`src/design/periph_pkg.sv`:
```
package periph_pkg;

    // ----------------------------------------
    // Bus widths and block map
    // ----------------------------------------
    localparam int apb_addr_width = 16;
    localparam int apb_data_width = 32;

    // Block field, paddr[15:12]
    localparam logic [3:0] blk_sel_plic  = 4'd0;
    localparam logic [3:0] blk_sel_uart  = 4'd1;
    localparam logic [3:0] blk_sel_timer = 4'd2;

    localparam int num_timers  = 2;
    localparam int num_sources = 3;
    localparam int prio_width  = 2;

    localparam int                        uart_div_width = 16;
    localparam logic [uart_div_width-1:0] uart_div_min   = 16'd2;

    // Source 1 is the UART, 2 and 3 the timers, 0 means none
    typedef logic [1:0] src_id_t;

    // ----------------------------------------
    // Register offsets
    // ----------------------------------------
    typedef enum logic [3:0] {
        TIMER_CTRL   = 4'h0,
        TIMER_CMP    = 4'h4,
        TIMER_COUNT  = 4'h8,
        TIMER_STATUS = 4'hC
    } timer_reg_e;

    typedef enum logic [3:0] {
        UART_DIV    = 4'h0,
        UART_DATA   = 4'h4,
        UART_STATUS = 4'h8,
        UART_IER    = 4'hC
    } uart_reg_e;

    typedef enum logic [7:0] {
        PLIC_PRIO1     = 8'h04,
        PLIC_PRIO2     = 8'h08,
        PLIC_PRIO3     = 8'h0C,
        PLIC_ENABLE    = 8'h20,
        PLIC_THRESHOLD = 8'h24,
        PLIC_CLAIM     = 8'h28,
        PLIC_PENDING   = 8'h2C
    } plic_reg_e;

    typedef enum logic [1:0] {
        UART_IDLE,
        UART_START,
        UART_SHIFT,
        UART_STOP
    } uart_state_e;

endpackage

```
`src/design/timer_bank.sv`:
```
module timer_bank (
    input  logic                                  clk_i,
    input  logic                                  reset_i,
    input  logic                                  sel_i,
    input  logic                                  penable_i,
    input  logic                                  pwrite_i,
    input  logic [7:0]                            addr_i,
    input  logic [periph_pkg::apb_data_width-1:0] wdata_i,
    output logic [periph_pkg::apb_data_width-1:0] rdata_o,
    output logic [periph_pkg::num_timers-1:0]     irq_o
);
    import periph_pkg::*;

    logic                      win_hit;
    logic                      wr_en;
    logic                      tsel;
    timer_reg_e                reg_off;

    logic [num_timers-1:0]     en_q;
    logic [num_timers-1:0]     pend_q;
    logic [apb_data_width-1:0] cmp_q [num_timers];
    logic [apb_data_width-1:0] cnt_q [num_timers];
    logic [num_timers-1:0]     cmp_we;
    logic [num_timers-1:0]     match;

    // Two 16-byte windows, timer index in bit 4
    assign win_hit = (addr_i[7:5] == 3'b000);
    assign tsel    = addr_i[4];
    assign reg_off = timer_reg_e'(addr_i[3:0]);
    assign wr_en   = sel_i && penable_i && pwrite_i && win_hit;

    always_comb begin
        for (int i = 0; i < num_timers; i++) begin
            cmp_we[i] = wr_en && (int'(tsel) == i) && (reg_off == TIMER_CMP);
            // Also catches a count left above a lowered compare
            match[i]  = en_q[i] && (cnt_q[i] >= cmp_q[i]);
        end
    end

    // ----------------------------------------
    // Timer state
    // ----------------------------------------
    always_ff @(posedge clk_i) begin
        if (reset_i) begin
            en_q   <= '0;
            pend_q <= '0;
            for (int i = 0; i < num_timers; i++) begin
                cmp_q[i] <= '0;
                cnt_q[i] <= '0;
            end
        end else begin
            for (int i = 0; i < num_timers; i++) begin
                if (wr_en && (int'(tsel) == i) && (reg_off == TIMER_CTRL)) begin
                    en_q[i] <= wdata_i[0];
                end
                if (cmp_we[i]) begin
                    cmp_q[i] <= wdata_i;
                end
                if (match[i]) begin
                    cnt_q[i] <= '0;
                end else if (en_q[i]) begin
                    cnt_q[i] <= cnt_q[i] + 1'b1;
                end
                // Set wins over a clear in the same cycle
                if (match[i]) begin
                    pend_q[i] <= 1'b1;
                end else if (wr_en && (int'(tsel) == i) && (reg_off == TIMER_STATUS)
                             && wdata_i[0]) begin
                    pend_q[i] <= 1'b0;
                end
            end
        end
    end

    always_comb begin
        rdata_o = '0;
        if (win_hit) begin
            case (reg_off)
                TIMER_CTRL:   rdata_o[0] = en_q[tsel];
                TIMER_CMP:    rdata_o    = cmp_q[tsel];
                TIMER_COUNT:  rdata_o    = cnt_q[tsel];
                TIMER_STATUS: rdata_o[0] = pend_q[tsel];
                default:      rdata_o    = '0;
            endcase
        end
    end

    assign irq_o = pend_q;

    // Count stays within compare once a running timer has seen its compare settle
    for (genvar i = 0; i < num_timers; i++) begin : gen_chk
        assert property (@(posedge clk_i) disable iff (reset_i)
            en_q[i] && $past(en_q[i]) && !$past(cmp_we[i]) |-> cnt_q[i] <= cmp_q[i]);
    end

endmodule

```
`src/design/uart_tx.sv`:
```
module uart_tx (
    input  logic                                  clk_i,
    input  logic                                  reset_i,
    input  logic                                  sel_i,
    input  logic                                  penable_i,
    input  logic                                  pwrite_i,
    input  logic [7:0]                            addr_i,
    input  logic [periph_pkg::apb_data_width-1:0] wdata_i,
    output logic [periph_pkg::apb_data_width-1:0] rdata_o,
    output logic                                  tx_o,
    output logic                                  irq_o
);
    import periph_pkg::*;

    logic                      win_hit;
    logic                      wr_en;
    uart_reg_e                 reg_off;
    logic                      data_we;

    logic [uart_div_width-1:0] div_q;
    logic                      ier_q;
    uart_state_e               state_q;
    uart_state_e               state_d;
    logic [7:0]                shift_q;
    logic [7:0]                shift_d;
    logic [2:0]                bit_q;
    logic [2:0]                bit_d;
    logic [uart_div_width-1:0] baud_q;
    logic [uart_div_width-1:0] baud_d;
    logic                      baud_done;
    logic                      busy;
    logic                      tx_q;
    logic                      tx_d;

    assign win_hit   = (addr_i[7:4] == 4'h0);
    assign reg_off   = uart_reg_e'(addr_i[3:0]);
    assign wr_en     = sel_i && penable_i && pwrite_i && win_hit;
    assign data_we   = wr_en && (reg_off == UART_DATA);
    assign baud_done = (baud_q == div_q - 1'b1);
    assign busy      = (state_q != UART_IDLE);

    // ----------------------------------------
    // Frame FSM
    // ----------------------------------------
    always_comb begin
        state_d = state_q;
        shift_d = shift_q;
        bit_d   = bit_q;
        baud_d  = baud_q + 1'b1;
        case (state_q)
            UART_IDLE: begin
                baud_d = '0;
                // Writes while busy are dropped
                if (data_we) begin
                    state_d = UART_START;
                    shift_d = wdata_i[7:0];
                end
            end
            UART_START: begin
                if (baud_done) begin
                    state_d = UART_SHIFT;
                    baud_d  = '0;
                    bit_d   = '0;
                end
            end
            UART_SHIFT: begin
                if (baud_done) begin
                    baud_d  = '0;
                    shift_d = shift_q >> 1;
                    bit_d   = bit_q + 1'b1;
                    if (bit_q == 3'd7) begin
                        state_d = UART_STOP;
                    end
                end
            end
            default: begin
                if (baud_done) begin
                    state_d = UART_IDLE;
                    baud_d  = '0;
                end
            end
        endcase
    end

    // Line level for the coming cycle, LSB first
    always_comb begin
        case (state_d)
            UART_START: tx_d = 1'b0;
            UART_SHIFT: tx_d = shift_d[0];
            default:    tx_d = 1'b1;
        endcase
    end

    always_ff @(posedge clk_i) begin
        if (reset_i) begin
            state_q <= UART_IDLE;
            bit_q   <= '0;
            baud_q  <= '0;
            tx_q    <= 1'b1;
            div_q   <= uart_div_min;
            ier_q   <= 1'b0;
        end else begin
            state_q <= state_d;
            bit_q   <= bit_d;
            baud_q  <= baud_d;
            tx_q    <= tx_d;
            if (wr_en && (reg_off == UART_DIV)) begin
                if (wdata_i[uart_div_width-1:0] < uart_div_min) begin
                    div_q <= uart_div_min;
                end else begin
                    div_q <= wdata_i[uart_div_width-1:0];
                end
            end
            if (wr_en && (reg_off == UART_IER)) begin
                ier_q <= wdata_i[0];
            end
        end
    end

    always_ff @(posedge clk_i) begin
        shift_q <= shift_d;
    end

    always_comb begin
        rdata_o = '0;
        if (win_hit) begin
            case (reg_off)
                UART_DIV:    rdata_o[uart_div_width-1:0] = div_q;
                UART_STATUS: rdata_o[0] = busy;
                UART_IER:    rdata_o[0] = ier_q;
                default:     rdata_o = '0;
            endcase
        end
    end

    assign tx_o  = tx_q;
    assign irq_o = !busy && ier_q;

    // Line idles high and the stop bit is never driven low
    assert property (@(posedge clk_i) disable iff (reset_i)
        (state_q == UART_IDLE) || (state_q == UART_STOP) |-> tx_o);

endmodule

```
`src/design/interrupt_controller.sv`:
```
module interrupt_controller (
    input  logic                                  clk_i,
    input  logic                                  reset_i,
    input  logic                                  sel_i,
    input  logic                                  penable_i,
    input  logic                                  pwrite_i,
    input  logic [7:0]                            addr_i,
    input  logic [periph_pkg::apb_data_width-1:0] wdata_i,
    output logic [periph_pkg::apb_data_width-1:0] rdata_o,
    input  logic [periph_pkg::num_sources-1:0]    src_i,
    output logic                                  irq_o
);
    import periph_pkg::*;

    plic_reg_e              reg_off;
    logic                   wr_en;
    logic                   claim_rd;
    src_id_t                complete_id;

    logic [prio_width-1:0]  prio_q [num_sources];
    logic [num_sources-1:0] enable_q;
    logic [prio_width-1:0]  threshold_q;
    logic [num_sources-1:0] pending_q;
    logic [num_sources-1:0] claimed_q;
    logic                   irq_q;

    src_id_t                best_id;
    logic [prio_width-1:0]  best_prio;

    assign reg_off     = plic_reg_e'(addr_i);
    assign wr_en       = sel_i && penable_i && pwrite_i;
    assign claim_rd    = sel_i && penable_i && !pwrite_i && (reg_off == PLIC_CLAIM);
    assign complete_id = src_id_t'(wdata_i[1:0]);

    // ----------------------------------------
    // Highest-priority search
    // ----------------------------------------
    // Starts from the threshold, strict compare keeps the lowest ID on ties
    always_comb begin
        best_id   = '0;
        best_prio = threshold_q;
        for (int i = 0; i < num_sources; i++) begin
            if (enable_q[i] && pending_q[i] && !claimed_q[i] && (prio_q[i] > best_prio)) begin
                best_id   = src_id_t'(i + 1);
                best_prio = prio_q[i];
            end
        end
    end

    always_ff @(posedge clk_i) begin
        if (reset_i) begin
            for (int i = 0; i < num_sources; i++) begin
                prio_q[i] <= '0;
            end
            enable_q    <= '0;
            threshold_q <= '0;
            pending_q   <= '0;
            claimed_q   <= '0;
            irq_q       <= 1'b0;
        end else begin
            irq_q <= (best_id != '0);
            // Level sources, frozen while claimed
            for (int i = 0; i < num_sources; i++) begin
                if (!claimed_q[i]) begin
                    pending_q[i] <= src_i[i];
                end
            end
            if (claim_rd && (best_id != '0)) begin
                claimed_q[best_id - 2'd1] <= 1'b1;
            end
            if (wr_en) begin
                case (reg_off)
                    PLIC_PRIO1:     prio_q[0]   <= wdata_i[prio_width-1:0];
                    PLIC_PRIO2:     prio_q[1]   <= wdata_i[prio_width-1:0];
                    PLIC_PRIO3:     prio_q[2]   <= wdata_i[prio_width-1:0];
                    PLIC_ENABLE:    enable_q    <= wdata_i[num_sources-1:0];
                    PLIC_THRESHOLD: threshold_q <= wdata_i[prio_width-1:0];
                    PLIC_CLAIM: begin
                        // Complete
                        if (complete_id != '0) begin
                            claimed_q[complete_id - 2'd1] <= 1'b0;
                        end
                    end
                    default: ;
                endcase
            end
        end
    end

    always_comb begin
        rdata_o = '0;
        case (reg_off)
            PLIC_PRIO1:     rdata_o[prio_width-1:0]  = prio_q[0];
            PLIC_PRIO2:     rdata_o[prio_width-1:0]  = prio_q[1];
            PLIC_PRIO3:     rdata_o[prio_width-1:0]  = prio_q[2];
            PLIC_ENABLE:    rdata_o[num_sources-1:0] = enable_q;
            PLIC_THRESHOLD: rdata_o[prio_width-1:0]  = threshold_q;
            PLIC_CLAIM:     rdata_o[1:0]             = best_id;
            PLIC_PENDING:   rdata_o[num_sources-1:0] = pending_q;
            default:        rdata_o                  = '0;
        endcase
    end

    assign irq_o = irq_q;

    // The ID handed out by a claim is held back from later claims
    assert property (@(posedge clk_i) disable iff (reset_i)
        claim_rd && (rdata_o[1:0] != 2'd0) |=> claimed_q[$past(rdata_o[1:0]) - 2'd1]);

endmodule

```
`src/design/periph_subsystem.sv`:
```
module periph_subsystem (
    input  logic                                  clk_i,
    input  logic                                  reset_i,
    input  logic                                  psel_i,
    input  logic                                  penable_i,
    input  logic                                  pwrite_i,
    input  logic [periph_pkg::apb_addr_width-1:0] paddr_i,
    input  logic [periph_pkg::apb_data_width-1:0] pwdata_i,
    output logic [periph_pkg::apb_data_width-1:0] prdata_o,
    output logic                                  pready_o,
    output logic                                  pslverr_o,
    output logic                                  tx_o,
    output logic                                  irq_o
);
    import periph_pkg::*;

    logic [3:0]                blk_sel;
    logic                      plic_sel;
    logic                      uart_sel;
    logic                      timer_sel;
    logic                      unmapped;
    logic [apb_data_width-1:0] plic_rdata;
    logic [apb_data_width-1:0] uart_rdata;
    logic [apb_data_width-1:0] timer_rdata;
    logic [num_timers-1:0]     timer_irq;
    logic                      uart_irq;
    logic [num_sources-1:0]    irq_src;

    // ----------------------------------------
    // APB decode
    // ----------------------------------------
    assign blk_sel   = paddr_i[apb_addr_width-1 -: 4];
    assign plic_sel  = psel_i && (blk_sel == blk_sel_plic);
    assign uart_sel  = psel_i && (blk_sel == blk_sel_uart);
    assign timer_sel = psel_i && (blk_sel == blk_sel_timer);
    assign unmapped  = !(plic_sel || uart_sel || timer_sel);

    always_comb begin
        case (blk_sel)
            blk_sel_plic:  prdata_o = plic_rdata;
            blk_sel_uart:  prdata_o = uart_rdata;
            blk_sel_timer: prdata_o = timer_rdata;
            default:       prdata_o = '0;
        endcase
    end

    assign pready_o  = 1'b1;
    assign pslverr_o = psel_i && penable_i && unmapped;

    // ID 1 UART, ID 2 timer 0, ID 3 timer 1
    assign irq_src = {timer_irq, uart_irq};

    timer_bank i_timer_bank (
        .clk_i     ( clk_i         ),
        .reset_i   ( reset_i       ),
        .sel_i     ( timer_sel     ),
        .penable_i ( penable_i     ),
        .pwrite_i  ( pwrite_i      ),
        .addr_i    ( paddr_i[7:0]  ),
        .wdata_i   ( pwdata_i      ),
        .rdata_o   ( timer_rdata   ),
        .irq_o     ( timer_irq     )
    );

    uart_tx i_uart_tx (
        .clk_i     ( clk_i         ),
        .reset_i   ( reset_i       ),
        .sel_i     ( uart_sel      ),
        .penable_i ( penable_i     ),
        .pwrite_i  ( pwrite_i      ),
        .addr_i    ( paddr_i[7:0]  ),
        .wdata_i   ( pwdata_i      ),
        .rdata_o   ( uart_rdata    ),
        .tx_o      ( tx_o          ),
        .irq_o     ( uart_irq      )
    );

    interrupt_controller i_interrupt_controller (
        .clk_i     ( clk_i         ),
        .reset_i   ( reset_i       ),
        .sel_i     ( plic_sel      ),
        .penable_i ( penable_i     ),
        .pwrite_i  ( pwrite_i      ),
        .addr_i    ( paddr_i[7:0]  ),
        .wdata_i   ( pwdata_i      ),
        .rdata_o   ( plic_rdata    ),
        .src_i     ( irq_src       ),
        .irq_o     ( irq_o         )
    );

endmodule

```
`config.mk`:
```
export PLATFORM = sky130hd
export DESIGN_NAME = periph_subsystem
export DESIGN_NICKNAME = d
export VERILOG_FILES = /design/src/design/periph_pkg.sv /design/src/design/timer_bank.sv /design/src/design/uart_tx.sv /design/src/design/interrupt_controller.sv /design/src/design/periph_subsystem.sv
export SDC_FILE = /design/constraint.sdc
export NUM_CORES = 1
export LEC_CHECK = 0
export ABC_AREA = 1
export BUFFER_PORTS_ARGS = -buffer_cell sky130_fd_sc_hd__buf_2
export CAP_MARGIN = 20
export CORE_UTILIZATION = 47
export CTS_CLUSTER_SIZE = 8
export DETAILED_ROUTE_END_ITERATION = 16
export PLACE_DENSITY_LB_ADDON = 0.12
export SLEW_MARGIN = 0
export SYNTH_ARGS = -nofsm -noshare
export SYNTH_HDL_FRONTEND = slang
export SYNTH_HIERARCHICAL = 1
export SYNTH_SLANG_ARGS = --single-unit
export TNS_END_PERCENT = 20
```
`constraint.sdc`:
```
create_clock -name clk_i -period 3.3 [get_ports clk_i]
set_input_delay 0.33 -clock clk_i [delete_from_list [all_inputs] [get_ports clk_i]]
set_output_delay 0.33 -clock clk_i [all_outputs]
set_load 0.03 [all_outputs]
```
# Yosys cells after proc, flatten, opt, wreduce, memory -nomap -nowiden
# Memory sizes are Yosys's and may differ from the RTL's.
# Cells that the tools add are included.
# classes
n_lt_le_gt_ge,11
n_addsub,7
n_mux,88
n_bitwise,13
reduce_logical,68
eq_ne,21
# ops
op,n
2-to-1 mux 32 bit,7
one-hot mux 32 bit (3 select lines),1
"adder 32 x 1 -> 32 bit, second input constant",2
>= comparator 32 bit,2
one-hot mux 31 bit (2 select lines),1
2-to-1 mux 1 bit,45
logical AND 1 bit,43
"equality test 8 x 6 -> 1 bit, second input constant",4
2-to-1 mux 16 bit,2
2-to-1 mux 2 bit,12
2-to-1 mux 3 bit,7
"adder 16 x 1 -> 16 bit, second input constant",1
equality test 16 bit,1
"equality test 8 x 4 -> 1 bit, second input constant",2
"< comparator 16 x 2 -> 1 bit, second input constant",1
2-to-1 mux 8 bit,2
one-hot mux 8 bit (2 select lines),1
"subtractor 16 x 1 -> 16 bit, second input constant",1
2-to-1 mux 15 bit,1
one-hot mux 2 bit (7 select lines),1
nonzero test 2 bit,7
zero test 4 bit,3
bitwise OR 1 bit,9
"equality test 4 bit, second input constant",2
other kinds (31),50
# word_totals
output_inout_bits,36
wordCells,230
register_bits,63
input_bits,53
memories,3
mem_bits_rw,134
# mem_list
memory,depth,word_bits,rd,rd_ports_with_merged_regs,write_ports,line_no,rtl
i_timer_bank.cmp_q,2,32,3,0,2,timer_bank.sv:21,logic [apb_data_width-1:0] cmp_q [num_timers];
i_timer_bank.cnt_q,2,32,3,0,2,timer_bank.sv:22,logic [apb_data_width-1:0] cnt_q [num_timers];
i_interrupt_controller.prio_q,3,2,3,0,3,interrupt_controller.sv:20,logic [prio_width-1:0] prio_q [num_sources];

# Longest topological paths before layout
# Gate-level depths: netlist (run 1).
# logic_depth
word_depth,22
depth_mapped,25
ltp_nobuf,25

# By module
# The synthesis (run 1) kept the hierarchy.
# modules_own_cells
module,area_per_inst_um2,cells_each,seq_area_each_um2,n_inst
timer_bank,9339.0,1240,3923.8,1
uart_tx,3181.8,481,1011.0,1
interrupt_controller,1463.9,215,420.4,1
periph_subsystem,865.8,165,0.0,1

# Worst setup path after synthesis (run 1)
# OpenSTA, ideal clock, no wires.
# synth_timing
kind,register to output
start,register i_interrupt_controller.threshold_q[1]
end,output prdata_o[1] in the netlist's numbering
path_stages_with_launch,22
required_ns,2.970
setup_slack_ns,-0.119
arrival_time_ns,3.089
cell_sequence,dfxtp_1 inv_1 ha_1 a21o_1 nand3_1 nand2_1 o21a_1 ha_1 nand2_1 nand2_1 nand3_2 or2_0 nand2_1 ha_1 nand2_1 nand2_1 nand3_1 nand2_1 a21boi_0 nand3_1 nand3_1 nand3_1
# synth_via
elab_chain_len,11
word_cells_on_any_way,12
classes_between,order compare: 3; mux: 6; reduce/logical: 3
# synth_rtl
element,line_no,rtl
start: declaration,interrupt_controller.sv:22,logic [prio_width-1:0] threshold_q;
start signal: assignment,interrupt_controller.sv:77,PLIC_THRESHOLD: threshold_q <= wdata_i[prio_width-1:0];
greater-than comparator 2 bit,interrupt_controller.sv:43,if (enable_q[i] && pending_q[i] && !claimed_q[i] && (prio_q[i] > best_prio)) begin
logical AND 1 bit,interrupt_controller.sv:43,
2-to-1 mux 2 bit,interrupt_controller.sv:43,
greater-than comparator 2 bit,interrupt_controller.sv:43,
logical AND 1 bit,interrupt_controller.sv:43,
2-to-1 mux 2 bit,interrupt_controller.sv:43,
greater-than comparator 2 bit,interrupt_controller.sv:43,
logical AND 1 bit,interrupt_controller.sv:43,
2-to-1 mux 2 bit,interrupt_controller.sv:43,
one-hot mux 2 bit (7 select lines) *,interrupt_controller.sv:92,case (reg_off)
named net plic_rdata[1],periph_subsystem.sv:22,logic [apb_data_width-1:0] plic_rdata;
one-hot mux 32 bit (3 select lines) *,periph_subsystem.sv:39,case (blk_sel)
end: declaration,periph_subsystem.sv:9,"output logic [periph_pkg::apb_data_width-1:0] prdata_o,"
# The timed path passes the listed nets; every way through them passes the cells marked *.

==> run_results.csv, run 1 <==
group,metric,value,unit
timing,timing.final.crit_period,3.807,ns
logic_synthesis,synth_flop_cell,"edfxtp_1",
placement,dp_hpwl,33940,um
timing,worstMarginPinSlew,0.5548,ns
cts,cts_sinks,197,
logic_synthesis,syn_area,14850,sq um
timing,slew_headroom,0.6298,
cts,holdBufCountCts,0,
cells_and_area,final_util,0.5295,
logic_synthesis,synth_top_area_frac,0.2851,
logic_synthesis,synth_top_cell_by_area,"edfxtp_1",
power,p_per_area,333.2,nW/um^2
logic_synthesis,yosysUniqueCellTypes,50,
cells_and_area,area_growth,9.917,%
floorplanning,start_util,0.4817,
timing,hold_ws,0.1770,ns
logic_synthesis,yosys-top-cells-area,"edfxtp_1, nand2_1, dfxtp_1, inv_1, nor2_1",
worst_setup_path,path_class,"flip-flop to flip-flop",
placement,dpl_cell_area,15580,sq um
logic_synthesis,ys_warn_count,6,
logic_synthesis,synthTopCellsByCount,"nand2_1, inv_1, nor2_1",
timing,fmax,262.7,MHz
power,p_leak,7.382,nW
floorplanning,die_height,179.8,um
worst_setup_path,startpoint_type,"flip-flop",
cts,cts_buffer_depth,2,
logic_synthesis,async_flop_share,0,
global_routing,grt_pass1_vias,12830,
run,maxCapViolCount,0,
floorplanning,fp-row-count,64,
floorplanning,dieArea,32310,sq um
timing,slew_violations,0,
cells_and_area,layoutNonFillerInstCount,2599,
worst_setup_path,cp_common_cell,"buf_4",
drt,dr_total_vias,13570,
logic_synthesis,syn_inst,2101,
worst_setup_path,cp_slowest_cell,"edfxtp_1",
drt,wirelength,43860,um
logic_synthesis,synth_edf_count,141,
worst_setup_path,endpoint_kind,"flip-flop",
cells_and_area,nFillCells,3092,
logic_synthesis,synth.avg_cell_area,7.068,sq um
cts,clk_pin_slew,0.07,ns
drt,drt_iter0_drc,1075,
drt,drtPass1Iterations,11,
placement,dp.cells,2554,
run_status,status,"finished, violations left",
cells_and_area,final_nets,2319,
global_routing,antenna_found_initial,0,
cts,cts_tree,"done",
cells_and_area,drive_gt1_frac,0.1189,
cts,cts_max_level,4,
drt,wl_per_cell,16.88,um
cells_and_area,multi_input_area,7888,sq um
logic_synthesis,synth_most_common_cell,"nand2_1",
placement,gp_congestion,0.9418,
timing,skew,0.01788,ns
timing,hold_violations,0,
floorplanning,core_area,30830,sq um
timing,rsz0062_at_grt,"yes",
run_status,violations,"design-rule violations, negative setup slack",
worst_setup_path,cp_top_family,"buffers and inverters",
floorplanning,die_width,179.8,um
drt,drc,1,
cts,cts-root-buf,"clkbuf_16",
cells_and_area,design_area,16320,sq um
worst_setup_path,cp_slowest_stage_delay,0.43,ns
cells_and_area,n_antenna_cell,0,
placement,place_ws,-0.2811,ns
cts,insertion_delay,0.46,ns
timing,setup_viol,3,
worst_hold_path,hold_path_class,"primary input to flip-flop",
drt,post_drt_via_cell_ratio,5.220,
worst_setup_path,cp_max_fo,5,
power,p_total,5.439,mW
logic_synthesis,synth_seq_cells,197,
global_routing,grt_start_max_net_pins,66,
global_routing,grt_remaining_overflow,0,
cts,cts_made_buffers,17,
global_routing,grt_pass1_wl,69240,um
timing,fin_ws,-0.5073,ns
worst_setup_path,critPathBufInv,9,
power,peakVddDrop,0.3769,mV
cells_and_area,seqCellArea,5355,sq um
timing,tns,-1.487,ns
logic_synthesis,ys_seq_area_frac,0.3606,
floorplanning,io_pins,89,
timing,period_share,1.154,
worst_setup_path,cp.arrival,4.16,ns
global_routing,grtUsageTotal,0.2762,
drt,ant_nets,0,
placement,io_buffers,83,
worst_setup_path,required,3.65,ns
==> final cells by class <==
type / instances / area share
clock buffer: 20 / 0.02867
clock inverter: 12 / 0.005596
inverter: 310 / 0.07167
multi-input combinational: 1526 / 0.4832
sequential: 197 / 0.3281
tap: 396 / 0.03035
timing repair buffer: 138 / 0.05243
==> report_power, final <==
group / total [mW] / switching (mW) / internal, mW
Clock: 2.05 / 1.00 / 1.04
Combinational: 0.603 / 0.412 / 0.190
Sequential: 2.79 / 0.0761 / 2.71
==> tightest hold or removal path: stages <==
cell and delay (ns):
buf_2 0.12, nor2_1 0.05, nor2_1 0.08
==> metal layers <==
metal | wire length (um) | vias up | track usage
met5 | 0 | - | 0
met4 | 2051 | 0 | 0.1469
met3 | 1978 | 79 | 0.03079
met2 | 21070 | 361 | 0.4716
met1 | 18760 | 6294 | 0.3429
li1 | - | 6833 | -
==> kinds of logic (layout without fill, tap and decap cells) <==
group	Yosys count	in the layout	synth area share
AO/OA/AOI/OAI	204	204	0.07381
XOR/XNOR	69	69	0.04069
adder cells (fa/ha/maj)	76	76	0.06403
buffers and inverters	421	480	0.1244
flip-flops	197	197	0.3606
other	3	46	0.0007582
AND/OR/NAND/NOR	1131	1131	0.3357
==> final timing paths <==
| kind | startpoint | endpoint | slack, ns | depth (start not counted) |
|---|---|---|---|---|
| hold reg to reg | i_uart_tx/baud_q[0]$_SDFF_PP0_ | i_uart_tx/baud_q[0]$_SDFF_PP0_ | 0.47 | 1 |
| hold / removal | pwdata_i[10] | i_uart_tx/div_q[10]$_SDFFE_PP0P_ | 0.18 | 3 |
| setup reg to reg | i_interrupt_controller/prio_q[0][1]$_DFFE_PP_ | i_interrupt_controller/claimed_q[2]$_SDFF_PP0_ | -0.51 | 26 |
| setup / recovery | i_interrupt_controller/prio_q[0][1]$_DFFE_PP_ | i_interrupt_controller/claimed_q[2]$_SDFF_PP0_ | -0.51 | 26 |
==> state kept, by name, summed over array words and instances, names as in the netlist, 2 cells and up <==
register	flops
i_uart_tx/div_q	16
i_interrupt_controller/claimed_q	3
i_interrupt_controller/prio_q	6
i_uart_tx/baud_q	16
i_interrupt_controller/pending_q	3
i_timer_bank/cmp_q	64
i_uart_tx/bit_q	3
i_timer_bank/cnt_q	64
i_timer_bank/en_q	2
i_uart_tx/state_q	2
i_interrupt_controller/enable_q	3
i_uart_tx/shift_q	8
i_timer_bank/irq_o	2
i_interrupt_controller/threshold_q	2
==> placed cells by master (no fill, tap or decap), types with 4 or more instances in the layout <==
cell and instances:
a211oi_1 4, a21o_1 5, a21oi_1 79, buf_2 80, buf_4 55, clkbuf_16 18
clkinv_1 5, conb_1 46, dfxtp_1 56, edfxtp_1 141, ha_1 74, inv_1 290
inv_2 13, inv_6 5, nand2_1 502, nand2_2 14, nand3_1 198, nand3_2 14
nand3b_1 5, nand4_1 24, nor2_1 275, nor2_2 20, nor2_4 10, nor3_1 44
nor3_2 5, nor3b_1 4, o21a_1 6, o21ai_0 82, o21ai_1 14, xnor2_1 15
xor2_1 54
==> timing repair <==
action                                 4_1_cts  5_1_grt
pin swaps                                   15       12
gates resized for setup                     11        7
setup endpoints to repair                    2        3
setup buffers                               11        2
endpoints found under the hold margin        0        0
No activity file was read; power rests on OpenSTA's default activity.
==> run 2, diff against run 1 <==
- GPL_TIMING_DRIVEN: unset -> 0
==> run_results.csv, run 2 (synthesis gave the netlist of run 1 again) <==
group,metric,value,unit
run_status,status,"finished, violations left",
run_status,violations,"design-rule violations, negative setup slack",
cells_and_area,design_area,16940,sq um
global_routing,antenna_found_initial,0,
power,peakVddDrop,0.3937,mV
power,p_leak,7.752,nW
worst_hold_path,hold_start,"pwdata_i[9]",
floorplanning,die_height,179.8,um
drt,drc,1,
cts,cts_max_level,4,
timing,rsz0062_at_grt,"yes",
global_routing,grt_remaining_overflow,0,
cells_and_area,layout_common_cells,"nand2_1, inv_1, nor2_1, nand3_1, edfxtp_1",
floorplanning,core_area,30830,sq um
cts,cts-root-buf,"clkbuf_16",
cts,clk_pin_slew,0.08,ns
worst_hold_path,holdPathStages,3,
worst_setup_path,r2r-end,"i_interrupt_controller/claimed_q[0]$_SDFF_PP0_",
power,p_per_area,332.0,nW/um^2
placement,io_buffers,83,
worst_setup_path,endpoint_kind,"primary output",
floorplanning,dieArea,32310,sq um
timing,tns,-1.338,ns
floorplanning,start_util,0.4817,
cts,insertion_delay,0.46,ns
worst_setup_path,cp.arrival,3.66,ns
worst_setup_path,startpoint_type,"flip-flop",
timing,worstMarginPinSlew,0.8342,ns
timing,hold_violations,0,
cts,cts_made_buffers,17,
worst_setup_path,cp_max_fo,6,
worst_setup_path,required,2.97,ns
floorplanning,fp-row-count,64,
floorplanning,io_pins,89,
drt,wirelength,46670,um
cts,cts_tree,"done",
drt,drt_iter0_drc,1196,
cells_and_area,layout_commonest_cell,"nand2_1",
worst_setup_path,path_class,"flip-flop to primary output",
cells_and_area,final_nets,2403,
cells_and_area,n_antenna_cell,0,
cells_and_area,drive_gt1_frac,0.1465,
timing,skew,0.01347,ns
global_routing,grt_pass1_wl,72880,um
power,p_total,5.624,mW
timing,fmax,250.8,MHz
worst_setup_path,reg2reg_from,"i_interrupt_controller/prio_q[0][1]$_DFFE_PP_",
worst_hold_path,holdPathEnd,"i_uart_tx/div_q[9]$_SDFFE_PP0P_",
floorplanning,die_width,179.8,um
global_routing,grtUsageTotal,0.2940,
timing,period_share,1.208,
timing,slew_headroom,0.4419,
cells_and_area,final_util,0.5495,
placement,dp_hpwl,36600,um
worst_setup_path,worstRegToRegCells,18,
cells_and_area,largestRegisters,"i_timer_bank/cmp_q x64, i_timer_bank/cnt_q x64",
placement,place_ws,-0.6223,ns
cells_and_area,area_growth,14.08,%
timing,setup_viol,2,
worst_setup_path,r2r_setup_slack,0.24,ns
drt,ant_nets,0,
cts,cts_sinks,197,
placement,dpl_cell_area,16020,sq um
worst_hold_path,hold_path_class,"primary input to flip-flop",
global_routing,grt_pass1_vias,13410,
placement,gp_congestion,0.9762,
timing,slew_violations,0,
drt,wl_per_cell,17.39,um
run,maxCapViolCount,0,
drt,post_drt_via_cell_ratio,5.237,
drt,drtPass1Iterations,12,
global_routing,grt_start_max_net_pins,33,
drt,dr_total_vias,14050,
timing,fin_ws,-0.6867,ns
timing,timing.final.crit_period,3.987,ns
cts,cts_buffer_depth,2,
[run 2: changes by cell type in the layout (fill, tap and decap cells not counted), moves of 6 or more]
| cell | delta |
|---|---|
| buf_4 | +16 |
| buf_2 | +33 |
| buf_6 | +7 |
| nand2_2 | +7 |
| nand2_1 | -7 |
| buf_1 | +6 |
| clkbuf_1 | +19 |
[run 2: worst max path at each step]
stage / start / to / slack (ns) / depth (start not counted)
floorplan: i_interrupt_controller/threshold_q[1]$_SDFFE_PP0P_ / prdata_o[1] / -0.05 / 21
global placement: i_interrupt_controller/threshold_q[1]$_SDFFE_PP0P_ / prdata_o[0] / -0.59 / 21
detailed placement: i_interrupt_controller/threshold_q[1]$_SDFFE_PP0P_ / prdata_o[0] / -0.62 / 21
CTS: i_interrupt_controller/prio_q[0][1]$_DFFE_PP_ / prdata_o[1] / -0.68 / 20
global route: i_interrupt_controller/prio_q[0][1]$_DFFE_PP_ / prdata_o[1] / -0.83 / 19
finish: i_interrupt_controller/prio_q[0][1]$_DFFE_PP_ / prdata_o[0] / -0.69 / 22
[run 2: final cells by class]
| cell class | count | area (sq um) |
|---|---|---|
| Buffer | 111 | 678.2 |
| Clock buffer | 17 | 425.4 |
| Clock inverter | 15 | 168.9 |
| Fill cell | 3017 | 13890 |
| Inverter | 310 | 1170 |
| Multi-Input combinational cell | 1526 | 7945 |
| Sequential cell | 197 | 5356 |
| Tap cell | 396 | 495.5 |
| Timing Repair Buffer | 111 | 701.9 |
[run 2: per-stage QoR]
stage,hold WS [ns],std cells
floorplan,0.4024,2144
global placement,0.4556,2623
detailed placement,0.4616,2626
CTS,0.1343,2682
global route,0.1519,2683
finish,0.1654,2683
[run 2: critical path: stages, from the launching register on]
cell      delay (ns)
edfxtp_1        0.45
ha_4            0.31
a21o_1          0.16
nand3_4         0.12
buf_6           0.14
buf_4           0.12
buf_4           0.12
buf_4           0.12
buf_4           0.12
buf_4           0.12
buf_4           0.12
buf_4           0.12
buf_4           0.13
buf_4           0.13
buf_4           0.13
buf_4           0.13
buf_4           0.13
nand2_1         0.05
nand3_1         0.08
nand3_2         0.10
nand3_2         0.08
nand3_2         0.09
buf_6           0.13
[run 2: power by group]
group          leakage (nW)  switching (mW)  internal [mW]
Sequential             1.83          0.0827           2.71
Combinational          5.63           0.433          0.229
Clock                 0.291            1.03           1.14
[run 2: repair_timing]
item	in CTS	in global routing
gates cloned	0	0
hold buffers	0	0
endpoints found under the setup margin	2	2
buffers inserted	24	1
gates resized for setup	22	10
pin swaps	12	13
[run 2: layer usage]
metal	track usage	wire length [um]	up-vias
li1	-	-	7020
met4	0.1434	2236	0
met5	0	0	-
met2	0.4948	21640	456
met1	0.3700	20110	6464
met3	0.04234	2677	111
